[config.mk]
export PLATFORM = sky130hd
export DESIGN_NAME = lruTable
export DESIGN_NICKNAME = d
export VERILOG_FILES = /design/src/logic/dualPortRam.sv /design/src/logic/lruTable.sv
export SDC_FILE = /design/constraint.sdc
export NUM_CORES = 1
export LEC_CHECK = 0
export ABC_AREA = 1
export BUFFER_PORTS_ARGS = -buffer_cell sky130_fd_sc_hd__buf_2
export CAP_MARGIN = 20
export CORE_AREA = 8 8 117 119
export CTS_BUF_LIST = sky130_fd_sc_hd__clkbuf_8
export DETAILED_ROUTE_END_ITERATION = 8
export DIE_AREA = 0 0 125 127
export GPL_TIMING_DRIVEN = 0
export PLACE_DENSITY = 0.76
export SLEW_MARGIN = 20
export SYNTH_ARGS = -nofsm -noshare
export SYNTH_HDL_FRONTEND = slang
export SYNTH_SLANG_ARGS = --single-unit
[constraint.sdc]
create_clock -name clk -period 2.5 [get_ports clk]
set_clock_uncertainty 0.2 [all_clocks]
set_input_delay 0.5 -clock clk [delete_from_list [all_inputs] [get_ports clk]]
set_output_delay 0.5 -clock clk [all_outputs]
set_load 0.05 [all_outputs]
[src/logic/dualPortRam.sv]
module dualPortRam #(
    parameter int width = 32,
    parameter int depth = 128
) (
    input  logic                     clk,
    input  logic                     writeEnable,
    input  logic [$clog2(depth)-1:0] writeAddr,
    input  logic [width-1:0]         writeData,
    input  logic [$clog2(depth)-1:0] readAddr,
    output logic [width-1:0]         readData
);

    logic [width-1:0] mem [depth];

    // write port.
    always_ff @(posedge clk) begin
        if (writeEnable) begin
            mem[writeAddr] <= writeData;
        end
    end

    // read port, registered like a block RAM output.
    // a read of the address being written returns the old word.
    always_ff @(posedge clk) begin
        readData <= mem[readAddr];
    end

endmodule

[src/logic/lruTable.sv]
module lruTable #(
    parameter int indexWidth = 7
) (
    input  logic                  clk,
    input  logic [indexWidth-1:0] readIndex,
    input  logic                  updateEnable,
    input  logic [indexWidth-1:0] updateIndex,
    input  logic                  updateWay,
    output logic                  victimWay
);

    logic notUsedWay;

    // the stored bit names the way to replace next.
    assign notUsedWay = !updateWay;

    dualPortRam #(.width(1), .depth(2 ** indexWidth)) lruRam (
        .clk        (clk),
        .writeEnable(updateEnable),
        .writeAddr  (updateIndex),
        .writeData  (notUsedWay),
        .readAddr   (readIndex),
        .readData   (victimWay)
    );

endmodule

==> key figures <==
Route
  • DRC Markers: 0
  • Drt total wl: 15300 um
  • Starting DRT DRC Count: 681
  • Vias per Instance: 5.72
  • WL per Instance: 18.8 um
  • Via Count: 4669
  • Final ANT Viol Nets: 0
  • DRT Pass-1 Iters: 6

Place
  • Worst slack, placed: 0.117 ns
  • Gpl congestion: 0.936
  • Port-buffer cells: 14
  • Inst Count DP: 784
  • Final HPWL DP: 9810 um

Floorplan
  • Die Y: 127 um
  • Io pins: 18
  • Initial Util: 50.3%
  • Core ar.: 11800 um2
  • Die Wd: 125 um
  • Die area: 15900 um2
  • Number of core rows: 40

Critical path
  • CP cell instances: buf_2, inv_1, nor3_1, nand2_1, clkbuf_1, nor2_1
  • Critical path class: input port to flop
  • R2R Setup Slk: 1.00 ns
  • WP data required: 2.45 ns
  • CP max FO: 10
  • Critical path's slowest cell: clkbuf_1
  • Biggest cell delay along the critical path: 0.38 ns
  • CP startpoint kind: input port
  • Worst path arrival time: 1.92 ns
  • Worst setup EP type: flop

Worst hold path
  • Hold/Removal Path Class: input port to flop

Outcome
  • Status: finished, final reports clean

Pwr
  • Power Density: 686 nW/um2
  • Sequential share of power: 52.3%
  • Comb power frac: 7.9%
  • Maximum VDD drop: 0.258 mV
  • P_int: 3460 uW
  • Sw power: 1110 uW
  • Sw Ratio: 24.3%
  • Clock power share: 39.8%
  • Leak: 0.00235 uW

STA
  • Worst Max-Slew Pin Slew: 0.768 ns
  • RSZ-0062 raised after global routing: false
  • Fin. Hold Viols: 0
  • Min Tclk post-route: 1.97 ns
  • Final worst path period share: 78.8%
  • # setup viols final: 0
  • Max_slew headroom: 48.8%
  • Hold_ws: 0.0789 ns
  • Slack of the critical path: 0.531 ns
  • Fmax: 508 MHz
  • Final slew viol count: 0

Clocking
  • CTS buffer count: 17
  • CTS H-tree depth: 4
  • CTS Hold Buffers Added: 0
  • Root buf cell: clkbuf_8
  • Clock sink total: 129
  • Clock tree buffer depth: 2
  • Clk_lat worst skew: 0.45 ns
  • CTS tree: built
  • Post-CTS Setup Repair Bufs: 0
  • Clock slew at reported path FFs: 0.08 ns
  • Post-CTS sizing: 0

Synthesis
  • Mean post-synth cell area: 9.57 um2
  • Cell Area, Synth: 5940 um2
  • Synth async-reset ratio: 0%
  • Synthesized Nets: 638
  • Seq/Total Area, Yosys: 65.0%
  • Library cells used by synthesis: 13
  • Number of synthesized flops with an enable pin: 128
  • Count leader, synth: nand2_1
  • Synth top area share: 64.7%
  • Synth area leader: edfxtp_1
  • Most used DFF post-synth: edfxtp_1
  • Yosys reg bits: 129
  • Top area cells in the synthesized netlist: edfxtp_1, nand2_1, nand3_1
  • Syn Inst Count: 621
  • Synth cell count leaders: nand2_1, nor2_1, edfxtp_1, nand3_1, inv_1
  • Yosys warnings: 0

Layout
  • Filler cells: 1009
  • Finished Layout Cells: 816
  • Share of cells above drive strength 1: 10.6%
  • Register area: 3860 um2
  • Nets: 673
  • Multi-input logic area: 1790 um2
  • Layout area overhead: 11.9%
  • N_diodes: 0

Global routing
  • Number of antenna violations at the first check in global routing: 0
  • Total global-route track usage: 19.7%
  • Pin count of the biggest net entering global routing: 57
  • Global-route wire length before repair: 23700 um
  • Vias in the first global route: 4515
  • Final global-route overflow total: 0

Run
  • Max-cap viol count: 0
-- layout by cell type, fill, tap and decap left out --
cell type and instances:
buf_1 2, buf_12 1, buf_16 1, buf_2 26, buf_4 5, buf_6 5
bufinv_16 3, clkbuf_1 9, clkbuf_8 17, clkinv_1 1, clkinv_2 4, clkinvlp_4 7
dfxtp_1 1, edfxtp_1 128, inv_1 24, inv_2 1, inv_6 1, nand2_1 173
nand3_1 118, nor2_1 132, nor3_1 10
-- registers in the layout, indices dropped and copies added, names as in the netlist --
signal,cells
lruRam.readData,1
lruRam.mem,128
-- critical path: cells and delay by family --
family        cells  cell delay (ns)
buf+inv           3             0.58
simple gates      3             0.83
-- kinds of logic after synthesis --
logic type | synth area share, %
AND/OR/NAND/NOR | 30.0
flip-flops | 65.0
buffers and inverters | 4.93
-- stage by stage --
step           instance area, um2  util [%]  power, uW  setup TNS [ns]
2_1_floorplan                5950         -       2660               0
3_3_place_gp                 6200      52.5       2770          -41.70
3_5_place_dp                 6250      52.9       2790               0
4_1_cts                      6650      56.3       4560               0
5_1_grt                      6650      56.3       4700               0
6_report                     6650      56.3       4560               0
-- path summary, 6_finish.rpt --
| check | start | depth (start not counted) | end |
|---|---|---|---|
| setup / recovery | updateIndex[0] | 6 | lruRam.mem[111]$_DFFE_PP_ |
| hold / removal | readIndex[6] | 3 | lruRam.readData$_DFF_P_ |
| setup reg to reg | lruRam.mem[79]$_DFFE_PP_ | 10 | lruRam.readData$_DFF_P_ |
| hold reg to reg | lruRam.mem[35]$_DFFE_PP_ | 10 | lruRam.readData$_DFF_P_ |
-- metal layers --
metal / wire [um] / track usage [%] / vias up
met1: 5910 / 24.0 / 2196
met4: 644 / 12.1 / 0
met3: 1500 / 4.95 / 53
met2: 7260 / 31.2 / 273
met5: 0 / 0 / -
li1: - / - / 2147
-- layout make-up --
| cell class | instances | area share (%) |
|---|---|---|
| buffer | 33 | 2.94 |
| clock buffer | 17 | 3.52 |
| clock inverter | 15 | 2.52 |
| inverter | 26 | 1.52 |
| multi-input combinational | 433 | 26.9 |
| sequential | 129 | 58.1 |
| tap | 147 | 2.77 |
| timing repair buffer | 16 | 1.77 |
-- power by group through the flow --
stage	clock, uW	combinational, uW	sequential [uW]
floorplan	0	213	2450
global placement	0	335	2440
detailed placement	0	351	2440
CTS	1820	353	2390
global route	1920	391	2390
finish	1810	362	2390
No activity file was read; power rests on OpenSTA's default activity.
