$ cat config.mk
export PLATFORM = sky130hd
export DESIGN_NAME = cacheController_flat
export DESIGN_NICKNAME = d
export VERILOG_FILES = /design/src/logic/cachePkg.sv /design/src/logic/wayPortIf.sv /design/src/logic/cacheController.sv /design/src/flat_wrapper.sv
export SDC_FILE = /design/constraint.sdc
export NUM_CORES = 1
export LEC_CHECK = 0
export ABC_AREA = 1
export BUFFER_PORTS_ARGS = -buffer_cell sky130_fd_sc_hd__buf_2
export CORE_AREA = 2 2 185 187
export DETAILED_ROUTE_END_ITERATION = 8
export DIE_AREA = 0 0 187 189
export PLACE_DENSITY = 0.47
export SLEW_MARGIN = 20
export SYNTH_ARGS = -nofsm -noshare
export SYNTH_HDL_FRONTEND = slang
export SYNTH_SLANG_ARGS = --single-unit
export TNS_END_PERCENT = 50
$ cat constraint.sdc
create_clock -name clk -period 4.9 [get_ports clk]
set_input_delay 0 -clock clk [delete_from_list [all_inputs] [get_ports clk]]
set_output_delay 0 -clock clk [all_outputs]
set_load 0.1 [all_outputs]
$ cat src/logic/cachePkg.sv
// shared types and address layout for the two-way cache.
package cachePkg;

    // processor byte address.
    localparam int addrWidth = 32;

    // byte offset bits within one 32-bit word.
    localparam int offsetWidth = 2;

    // controller states.
    // Sweep clears the valid bits of one set per cycle after reset.
    // Lookup spends one cycle reading the RAMs and one comparing tags.
    // Refill and WriteMem each issue one memory strobe and wait for the ack.
    // Install writes the refilled line into the victim way.
    typedef enum logic [2:0] {
        Sweep,
        Idle,
        Lookup,
        Refill,
        WriteMem,
        Respond,
        Install
    } ctrlState;

    // request kind latched on cpuReq.
    typedef enum logic {
        Read,
        Write
    } accessKind;

endpackage

$ cat src/logic/wayPortIf.sv
interface wayPortIf #(
    parameter int indexWidth = 7,
    parameter int dataWidth  = 32
) ();

    localparam int tagWidth = cachePkg::addrWidth - cachePkg::offsetWidth - indexWidth;

    logic [indexWidth-1:0] readIndex;
    logic [indexWidth-1:0] writeIndex;
    logic                  writeEnable;
    logic [tagWidth-1:0]   writeTag;
    logic [dataWidth-1:0]  writeData;
    logic                  writeValid;
    logic [tagWidth-1:0]   lookupTag;
    logic                  hit;
    logic [dataWidth-1:0]  readData;

    modport controller (
        output readIndex, writeIndex, writeEnable, writeTag, writeData, writeValid, lookupTag,
        input  hit, readData
    );

    modport way (
        input  readIndex, writeIndex, writeEnable, writeTag, writeData, writeValid, lookupTag,
        output hit, readData
    );

endinterface

$ cat src/logic/cacheController.sv
module cacheController #(
    parameter int indexWidth = 7,
    parameter int dataWidth  = 32
) (
    input  logic                                                  clk,
    input  logic                                                  rstN,
    input  logic                                                  cpuReq,
    input  logic                                                  cpuWrite,
    input  logic [cachePkg::addrWidth-1:0]                        cpuAddr,
    input  logic [dataWidth-1:0]                                  cpuWriteData,
    output logic [dataWidth-1:0]                                  cpuReadData,
    output logic                                                  cpuDone,
    output logic                                                  busy,
    output logic                                                  memRead,
    output logic                                                  memWrite,
    output logic [cachePkg::addrWidth-cachePkg::offsetWidth-1:0]  memAddr,
    output logic [dataWidth-1:0]                                  memWriteData,
    input  logic [dataWidth-1:0]                                  memReadData,
    input  logic                                                  memAck,
    wayPortIf.controller                                          way0,
    wayPortIf.controller                                          way1,
    output logic                                                  lruUpdateEnable,
    output logic [indexWidth-1:0]                                 lruUpdateIndex,
    output logic                                                  lruUpdateWay,
    output logic [indexWidth-1:0]                                 lruReadIndex,
    input  logic                                                  victimWay
);

    localparam int tagWidth = cachePkg::addrWidth - cachePkg::offsetWidth - indexWidth;

    cachePkg::ctrlState  state;
    cachePkg::accessKind reqKind;

    logic                  lookupReady;
    logic                  memIssued;
    logic [indexWidth-1:0] sweepCount;
    logic                  sweepWe;
    logic [indexWidth-1:0] sweepIdx;

    logic [tagWidth-1:0]   reqTag;
    logic [indexWidth-1:0] reqIndex;
    logic [dataWidth-1:0]  reqWriteData;
    logic [dataWidth-1:0]  respData;
    logic                  fillWay;

    logic                  lookupDone;
    logic                  anyHit;
    logic                  ackSeen;
    logic                  hitWrite;
    logic [1:0]            wayWrite;
    logic [indexWidth-1:0] writeIdx;
    logic [dataWidth-1:0]  lineData;

    assign lookupDone = (state == cachePkg::Lookup) && lookupReady;
    assign anyHit     = way0.hit || way1.hit;
    assign ackSeen    = memIssued && memAck;
    assign hitWrite   = lookupDone && (reqKind == cachePkg::Write);

    always_ff @(posedge clk or negedge rstN) begin
        if (!rstN) begin
            state       <= cachePkg::Sweep;
            lookupReady <= 1'b0;
            memIssued   <= 1'b0;
            sweepCount  <= '0;
            sweepWe     <= 1'b0;
        end else begin
            // sweep writes trail the counter by one cycle.
            sweepWe <= (state == cachePkg::Sweep);
            case (state)
                cachePkg::Sweep: begin
                    sweepCount <= sweepCount + 1'b1;
                    if (&sweepCount) begin
                        state <= cachePkg::Idle;
                    end
                end
                cachePkg::Idle: begin
                    if (cpuReq) begin
                        state <= cachePkg::Lookup;
                    end
                end
                cachePkg::Lookup: begin
                    // first cycle reads the RAMs, second compares.
                    lookupReady <= !lookupReady;
                    if (lookupReady) begin
                        if (reqKind == cachePkg::Write) begin
                            state <= cachePkg::WriteMem;
                        end else if (anyHit) begin
                            state <= cachePkg::Respond;
                        end else begin
                            state <= cachePkg::Refill;
                        end
                    end
                end
                cachePkg::Refill: begin
                    memIssued <= 1'b1;
                    if (ackSeen) begin
                        memIssued <= 1'b0;
                        state     <= cachePkg::Install;
                    end
                end
                cachePkg::WriteMem: begin
                    memIssued <= 1'b1;
                    if (ackSeen) begin
                        memIssued <= 1'b0;
                        state     <= cachePkg::Respond;
                    end
                end
                cachePkg::Respond,
                cachePkg::Install: begin
                    state <= cachePkg::Idle;
                end
                default: begin
                    state <= cachePkg::Idle;
                end
            endcase
        end
    end

    always_ff @(posedge clk) begin
        sweepIdx <= sweepCount;
        if ((state == cachePkg::Idle) && cpuReq) begin
            reqKind      <= cpuWrite ? cachePkg::Write : cachePkg::Read;
            reqTag       <= cpuAddr[cachePkg::addrWidth-1 -: tagWidth];
            reqIndex     <= cpuAddr[cachePkg::offsetWidth +: indexWidth];
            reqWriteData <= cpuWriteData;
        end
        if (lookupDone) begin
            respData <= way1.hit ? way1.readData : way0.readData;
            // an unwritten LRU bit falls back to way 0.
            if (victimWay) begin
                fillWay <= 1'b1;
            end else begin
                fillWay <= 1'b0;
            end
        end
        if ((state == cachePkg::Refill) && ackSeen) begin
            respData <= memReadData;
        end
    end

    assign busy         = (state != cachePkg::Idle);
    assign cpuDone      = (state == cachePkg::Respond) || (state == cachePkg::Install);
    assign cpuReadData  = respData;

    // one strobe per access, on the first cycle of the wait.
    assign memRead      = (state == cachePkg::Refill) && !memIssued;
    assign memWrite     = (state == cachePkg::WriteMem) && !memIssued;
    assign memAddr      = {reqTag, reqIndex};
    assign memWriteData = reqWriteData;

    // sweep clears both ways, a write hit updates its way, install fills the victim.
    assign wayWrite[0] = sweepWe || (hitWrite && way0.hit)
                         || ((state == cachePkg::Install) && !fillWay);
    assign wayWrite[1] = sweepWe || (hitWrite && way1.hit)
                         || ((state == cachePkg::Install) && fillWay);
    assign writeIdx    = sweepWe ? sweepIdx : reqIndex;
    assign lineData    = (state == cachePkg::Install) ? respData : reqWriteData;

    assign way0.readIndex   = reqIndex;
    assign way0.writeIndex  = writeIdx;
    assign way0.writeEnable = wayWrite[0];
    assign way0.writeTag    = reqTag;
    assign way0.writeData   = lineData;
    assign way0.writeValid  = !sweepWe;
    assign way0.lookupTag   = reqTag;

    assign way1.readIndex   = reqIndex;
    assign way1.writeIndex  = writeIdx;
    assign way1.writeEnable = wayWrite[1];
    assign way1.writeTag    = reqTag;
    assign way1.writeData   = lineData;
    assign way1.writeValid  = !sweepWe;
    assign way1.lookupTag   = reqTag;

    // hits and refills both mark the used way.
    assign lruReadIndex    = reqIndex;
    assign lruUpdateEnable = (lookupDone && anyHit) || (state == cachePkg::Install);
    assign lruUpdateIndex  = reqIndex;
    assign lruUpdateWay    = (state == cachePkg::Install) ? fillWay : way1.hit;

endmodule

$ cat src/flat_wrapper.sv
// flat-port wrapper written by rule: the top's interface ports become plain ports
module cacheController_flat 
#(
    parameter int indexWidth = 7,
    parameter int dataWidth  = 32
)
  (clk, rstN, cpuReq, cpuWrite, cpuAddr, cpuWriteData, cpuReadData, cpuDone, busy, memRead, memWrite, memAddr, memWriteData, memReadData, memAck, lruUpdateEnable, lruUpdateIndex, lruUpdateWay, lruReadIndex, victimWay, way0_readIndex, way0_writeIndex, way0_writeEnable, way0_writeTag, way0_writeData, way0_writeValid, way0_lookupTag, way0_hit, way0_readData, way1_readIndex, way1_writeIndex, way1_writeEnable, way1_writeTag, way1_writeData, way1_writeValid, way1_lookupTag, way1_hit, way1_readData);
  wayPortIf #(.indexWidth(indexWidth), .dataWidth(dataWidth)) way0_i ();
  wayPortIf #(.indexWidth(indexWidth), .dataWidth(dataWidth)) way1_i ();
  input  logic clk;
  input  logic rstN;
  input  logic cpuReq;
  input  logic cpuWrite;
  input  logic [cachePkg::addrWidth-1:0] cpuAddr;
  input  logic [dataWidth-1:0] cpuWriteData;
  output logic [dataWidth-1:0] cpuReadData;
  output logic cpuDone;
  output logic busy;
  output logic memRead;
  output logic memWrite;
  output logic [cachePkg::addrWidth-cachePkg::offsetWidth-1:0] memAddr;
  output logic [dataWidth-1:0] memWriteData;
  input  logic [dataWidth-1:0] memReadData;
  input  logic memAck;
  output logic lruUpdateEnable;
  output logic [indexWidth-1:0] lruUpdateIndex;
  output logic lruUpdateWay;
  output logic [indexWidth-1:0] lruReadIndex;
  input  logic victimWay;
  output wire logic [$bits(way0_i.readIndex)-1:0] way0_readIndex;
  output wire logic [$bits(way0_i.writeIndex)-1:0] way0_writeIndex;
  output wire logic [$bits(way0_i.writeEnable)-1:0] way0_writeEnable;
  output wire logic [$bits(way0_i.writeTag)-1:0] way0_writeTag;
  output wire logic [$bits(way0_i.writeData)-1:0] way0_writeData;
  output wire logic [$bits(way0_i.writeValid)-1:0] way0_writeValid;
  output wire logic [$bits(way0_i.lookupTag)-1:0] way0_lookupTag;
  input wire logic [$bits(way0_i.hit)-1:0] way0_hit;
  input wire logic [$bits(way0_i.readData)-1:0] way0_readData;
  output wire logic [$bits(way1_i.readIndex)-1:0] way1_readIndex;
  output wire logic [$bits(way1_i.writeIndex)-1:0] way1_writeIndex;
  output wire logic [$bits(way1_i.writeEnable)-1:0] way1_writeEnable;
  output wire logic [$bits(way1_i.writeTag)-1:0] way1_writeTag;
  output wire logic [$bits(way1_i.writeData)-1:0] way1_writeData;
  output wire logic [$bits(way1_i.writeValid)-1:0] way1_writeValid;
  output wire logic [$bits(way1_i.lookupTag)-1:0] way1_lookupTag;
  input wire logic [$bits(way1_i.hit)-1:0] way1_hit;
  input wire logic [$bits(way1_i.readData)-1:0] way1_readData;
  assign way0_readIndex = way0_i.readIndex;
  assign way0_writeIndex = way0_i.writeIndex;
  assign way0_writeEnable = way0_i.writeEnable;
  assign way0_writeTag = way0_i.writeTag;
  assign way0_writeData = way0_i.writeData;
  assign way0_writeValid = way0_i.writeValid;
  assign way0_lookupTag = way0_i.lookupTag;
  assign way0_i.hit = way0_hit;
  assign way0_i.readData = way0_readData;
  assign way1_readIndex = way1_i.readIndex;
  assign way1_writeIndex = way1_i.writeIndex;
  assign way1_writeEnable = way1_i.writeEnable;
  assign way1_writeTag = way1_i.writeTag;
  assign way1_writeData = way1_i.writeData;
  assign way1_writeValid = way1_i.writeValid;
  assign way1_lookupTag = way1_i.lookupTag;
  assign way1_i.hit = way1_hit;
  assign way1_i.readData = way1_readData;
  cacheController #(.indexWidth(indexWidth), .dataWidth(dataWidth)) u_core (.clk(clk), .rstN(rstN), .cpuReq(cpuReq), .cpuWrite(cpuWrite), .cpuAddr(cpuAddr), .cpuWriteData(cpuWriteData), .cpuReadData(cpuReadData), .cpuDone(cpuDone), .busy(busy), .memRead(memRead), .memWrite(memWrite), .memAddr(memAddr), .memWriteData(memWriteData), .memReadData(memReadData), .memAck(memAck), .way0(way0_i), .way1(way1_i), .lruUpdateEnable(lruUpdateEnable), .lruUpdateIndex(lruUpdateIndex), .lruUpdateWay(lruUpdateWay), .lruReadIndex(lruReadIndex), .victimWay(victimWay));
endmodule
==> results.sh <==
export IMPL_htreeDepth=4
export IMPL_regArea_um2=3350
export IMPL_rows=67
export IMPL_ys_types=27
export IMPL_end_kind="output port"
export IMPL_yosysTopAreaCellShare=0.472
export IMPL_start_util=0.184
export IMPL_timing_hold_ws_ns=0.0240
export IMPL_insertion_delay_ns=0.42
export IMPL_fin_skew_ns=0.00649
export IMPL_hp_class="input port to flip-flop"
export IMPL_tightest_slew_ns=1.05
export IMPL_grt_pass1_vias=5659
export IMPL_post_route_util=0.291
export IMPL_cts_inserted_buffers=17
export IMPL_syn_to_final_growth_pct=58.5
export IMPL_die_h_um=189
export IMPL_grt_setup_unrepaired="false"
export IMPL_synthCells=628
export IMPL_max_stage_delay_ns=0.61
export IMPL_dpl_cell_count=1366
export IMPL_status="complete, no violations"
export IMPL_wl_per_cell_um=14.8
export IMPL_avgSynthCellArea_um2=9.73
export IMPL_hold_viol=0
export IMPL_ys_async_sr_fraction=0.112
export IMPL_drive_gt1_frac=0.476
export IMPL_synth_top_area_cell="edfxtp_1"
export IMPL_cts_tree="yes"
export IMPL_ant_nets=0
export IMPL_synth_commonest_cells="209 x nand2_1, 164 x buf_4, 96 x edfxtp_1"
export IMPL_grt_pass1_wl_um=32700
export IMPL_dr_pass1_iters=4
export IMPL_path_clk_slew_ns=0.06
export IMPL_core_area_um2=33300
export IMPL_ys_ff_latch=116
export IMPL_slew_violations=0
export IMPL_layout_cells_non_filler=1529
export IMPL_synth_edf_count=96
export IMPL_tns_ns=0
export IMPL_finalSetupViolations=0
export IMPL_path_max_fanout=34
export IMPL_cts_resized=0
export IMPL_synth_nets=797
export IMPL_nets=1235
export IMPL_p_per_area_nw_per_um2=275
export IMPL_vias=5737
export IMPL_synth_area_leaders="edfxtp_1 47%, buf_4 20%, nand2_1 13%"
export IMPL_cpMaxStageDelayCell="inv_2"
export IMPL_synth_flop_cell="edfxtp_1"
export IMPL_yosys_warnings=0
export IMPL_cts_path_max_buffers=2
export IMPL_cp_required_ns=4.90
export IMPL_crit_buf_inv=3
export IMPL_ioPinCount=470
export IMPL_ff2ff_path_depth=6
export IMPL_rrSetupSlack_ns=2.45
export IMPL_arrival_ns=2.53
export IMPL_viasPerCell=3.75
export IMPL_multi_input_area_um2=1390
export IMPL_drc_errors=0
export IMPL_fmax_mhz=396
export IMPL_antenna_found_initial=2
export IMPL_cts_root_buf="clkbuf_16"
export IMPL_path_class="flip-flop to output port"
export IMPL_gp_congestion=0.797
export IMPL_fill_cells=3539
export IMPL_mappedNetlistArea_um2=6110
export IMPL_leakagePower_uw=0.00462
export IMPL_drt_iter0_drc=245
export IMPL_max_slew_margin=0.298
export IMPL_fin_crit_ns=2.53
export IMPL_vdd_drop_max_v=0.000217
export IMPL_path_depth=7
export IMPL_grt_usage=0.125
export IMPL_die_w_um=187
export IMPL_fin_crit_sh=0.516
export IMPL_critPathLaunchType="flip-flop"
export IMPL_whs_path_depth=3
export IMPL_cp_top_family="buffers and inverters"
export IMPL_routed_wl_um=22600
export IMPL_place_port_buffers=467
export IMPL_crit_path_cell_trace="inv_1 -> nor2_2 -> nand2_2 -> inv_2 -> nand2_1 -> o21ai_0 -> buf_2"
export IMPL_dpl_hpwl_um=16500
export IMPL_seq_area_frac_synth=0.548
export IMPL_grt_max_degree=65
export IMPL_cap_violations=0
export IMPL_grt_overflow=0
export IMPL_die_area_um2=35300
export IMPL_cts_sinks=116
export IMPL_yosysMostFrequentCell="nand2_1"
registers in the layout, indices dropped and copies added (netlist names):
signal                 count
u_core.cpuReadData        32
u_core.memWriteData       32
u_core.way0.lookupTag     23
u_core.lruReadIndex        7
u_core.sweepCount          7
u_core.sweepIdx            7
u_core.state               3
u_core.fillWay             1
u_core.lookupReady         1
u_core.memIssued           1
u_core.reqKind             1
u_core.sweepWe             1
cell families after synthesis:
logic type / Yosys count / share of synthesized area
and+or+nand+nor: 272 / 0.175
buffers and inverters: 194 / 0.227
DFF: 116 / 0.548
AOI/OAI and AO/OA: 39 / 0.0395
xor gates and xnor gates: 6 / 0.00860
adders and majority gates: 1 / 0.00205
cells in the final DEF, fill, tap and decap left out, drive strengths merged, types with 7 or more instances in the layout:
master	instances
dfxtp	7
buf	472
nand2	211
edfxtp	96
nand3	14
nor2	44
clkinv	7
clkbuf	20
a31oi	32
dfrtp	13
inv	11
dlygate4sd3	129
final cells by class:
type / instances / area share
clock inverter: 12 / 0.0209
inverter: 12 / 0.00465
clock buffer: 20 / 0.0471
multi-input combinational: 318 / 0.144
sequential: 116 / 0.346
timing repair buffer: 601 / 0.380
tap: 448 / 0.0579
antenna: 2 / 0.000517
path summary, 6_finish.rpt:
kind / startpoint / endpoint
min in group asynchronous: rstN / u_core.memIssued
hold reg to reg: u_core.sweepCount[1] / u_core.sweepIdx[1]
setup / recovery: u_core.state[1] / lruUpdateWay
hold / removal: way1_readData[30] / u_core.cpuReadData[30]
max in group asynchronous: rstN / u_core.sweepCount[5]
setup reg to reg: u_core.state[0] / u_core.cpuReadData[21]
tightest hold or removal path: stages:
cell and delay [ns]:
buf_2 0.10, nand2_1 0.05, a31oi_1 0.12
routing by layer:
layer | global-route usage | up-vias | part of all wire
met3 | 0.0348 | 24 | 0.059
met2 | 0.218 | 247 | 0.51
met4 | 0.0549 | 0 | 0.022
li1 | - | 2780 | -
met5 | 0 | - | 0
met1 | 0.142 | 2686 | 0.40
report_power, final:
group	total, µW	switching (µW)	internal (µW)
Clock	1390	458	929
Combinational	206	70.1	135
Sequential	1070	0	1070
Total	2660	528	2130
timing repair:
item | in CTS | in global routing
setup buffers | 0 | 0
hold buffers | 129 | 0
endpoints found under the hold margin | 110 | 0
through the flow:
stage / power (µW) / area [µm²] / setup WS, ns
floorplan: 1120 / 6110 / 0.274
global placement: 1210 / 7730 / 2.55
detailed placement: 1210 / 7730 / 2.54
CTS: 2710 / 9680 / 2.29
global route: 2760 / 9680 / 2.14
finish: 2660 / 9690 / 2.37
(Power assumes the default switching activity.)
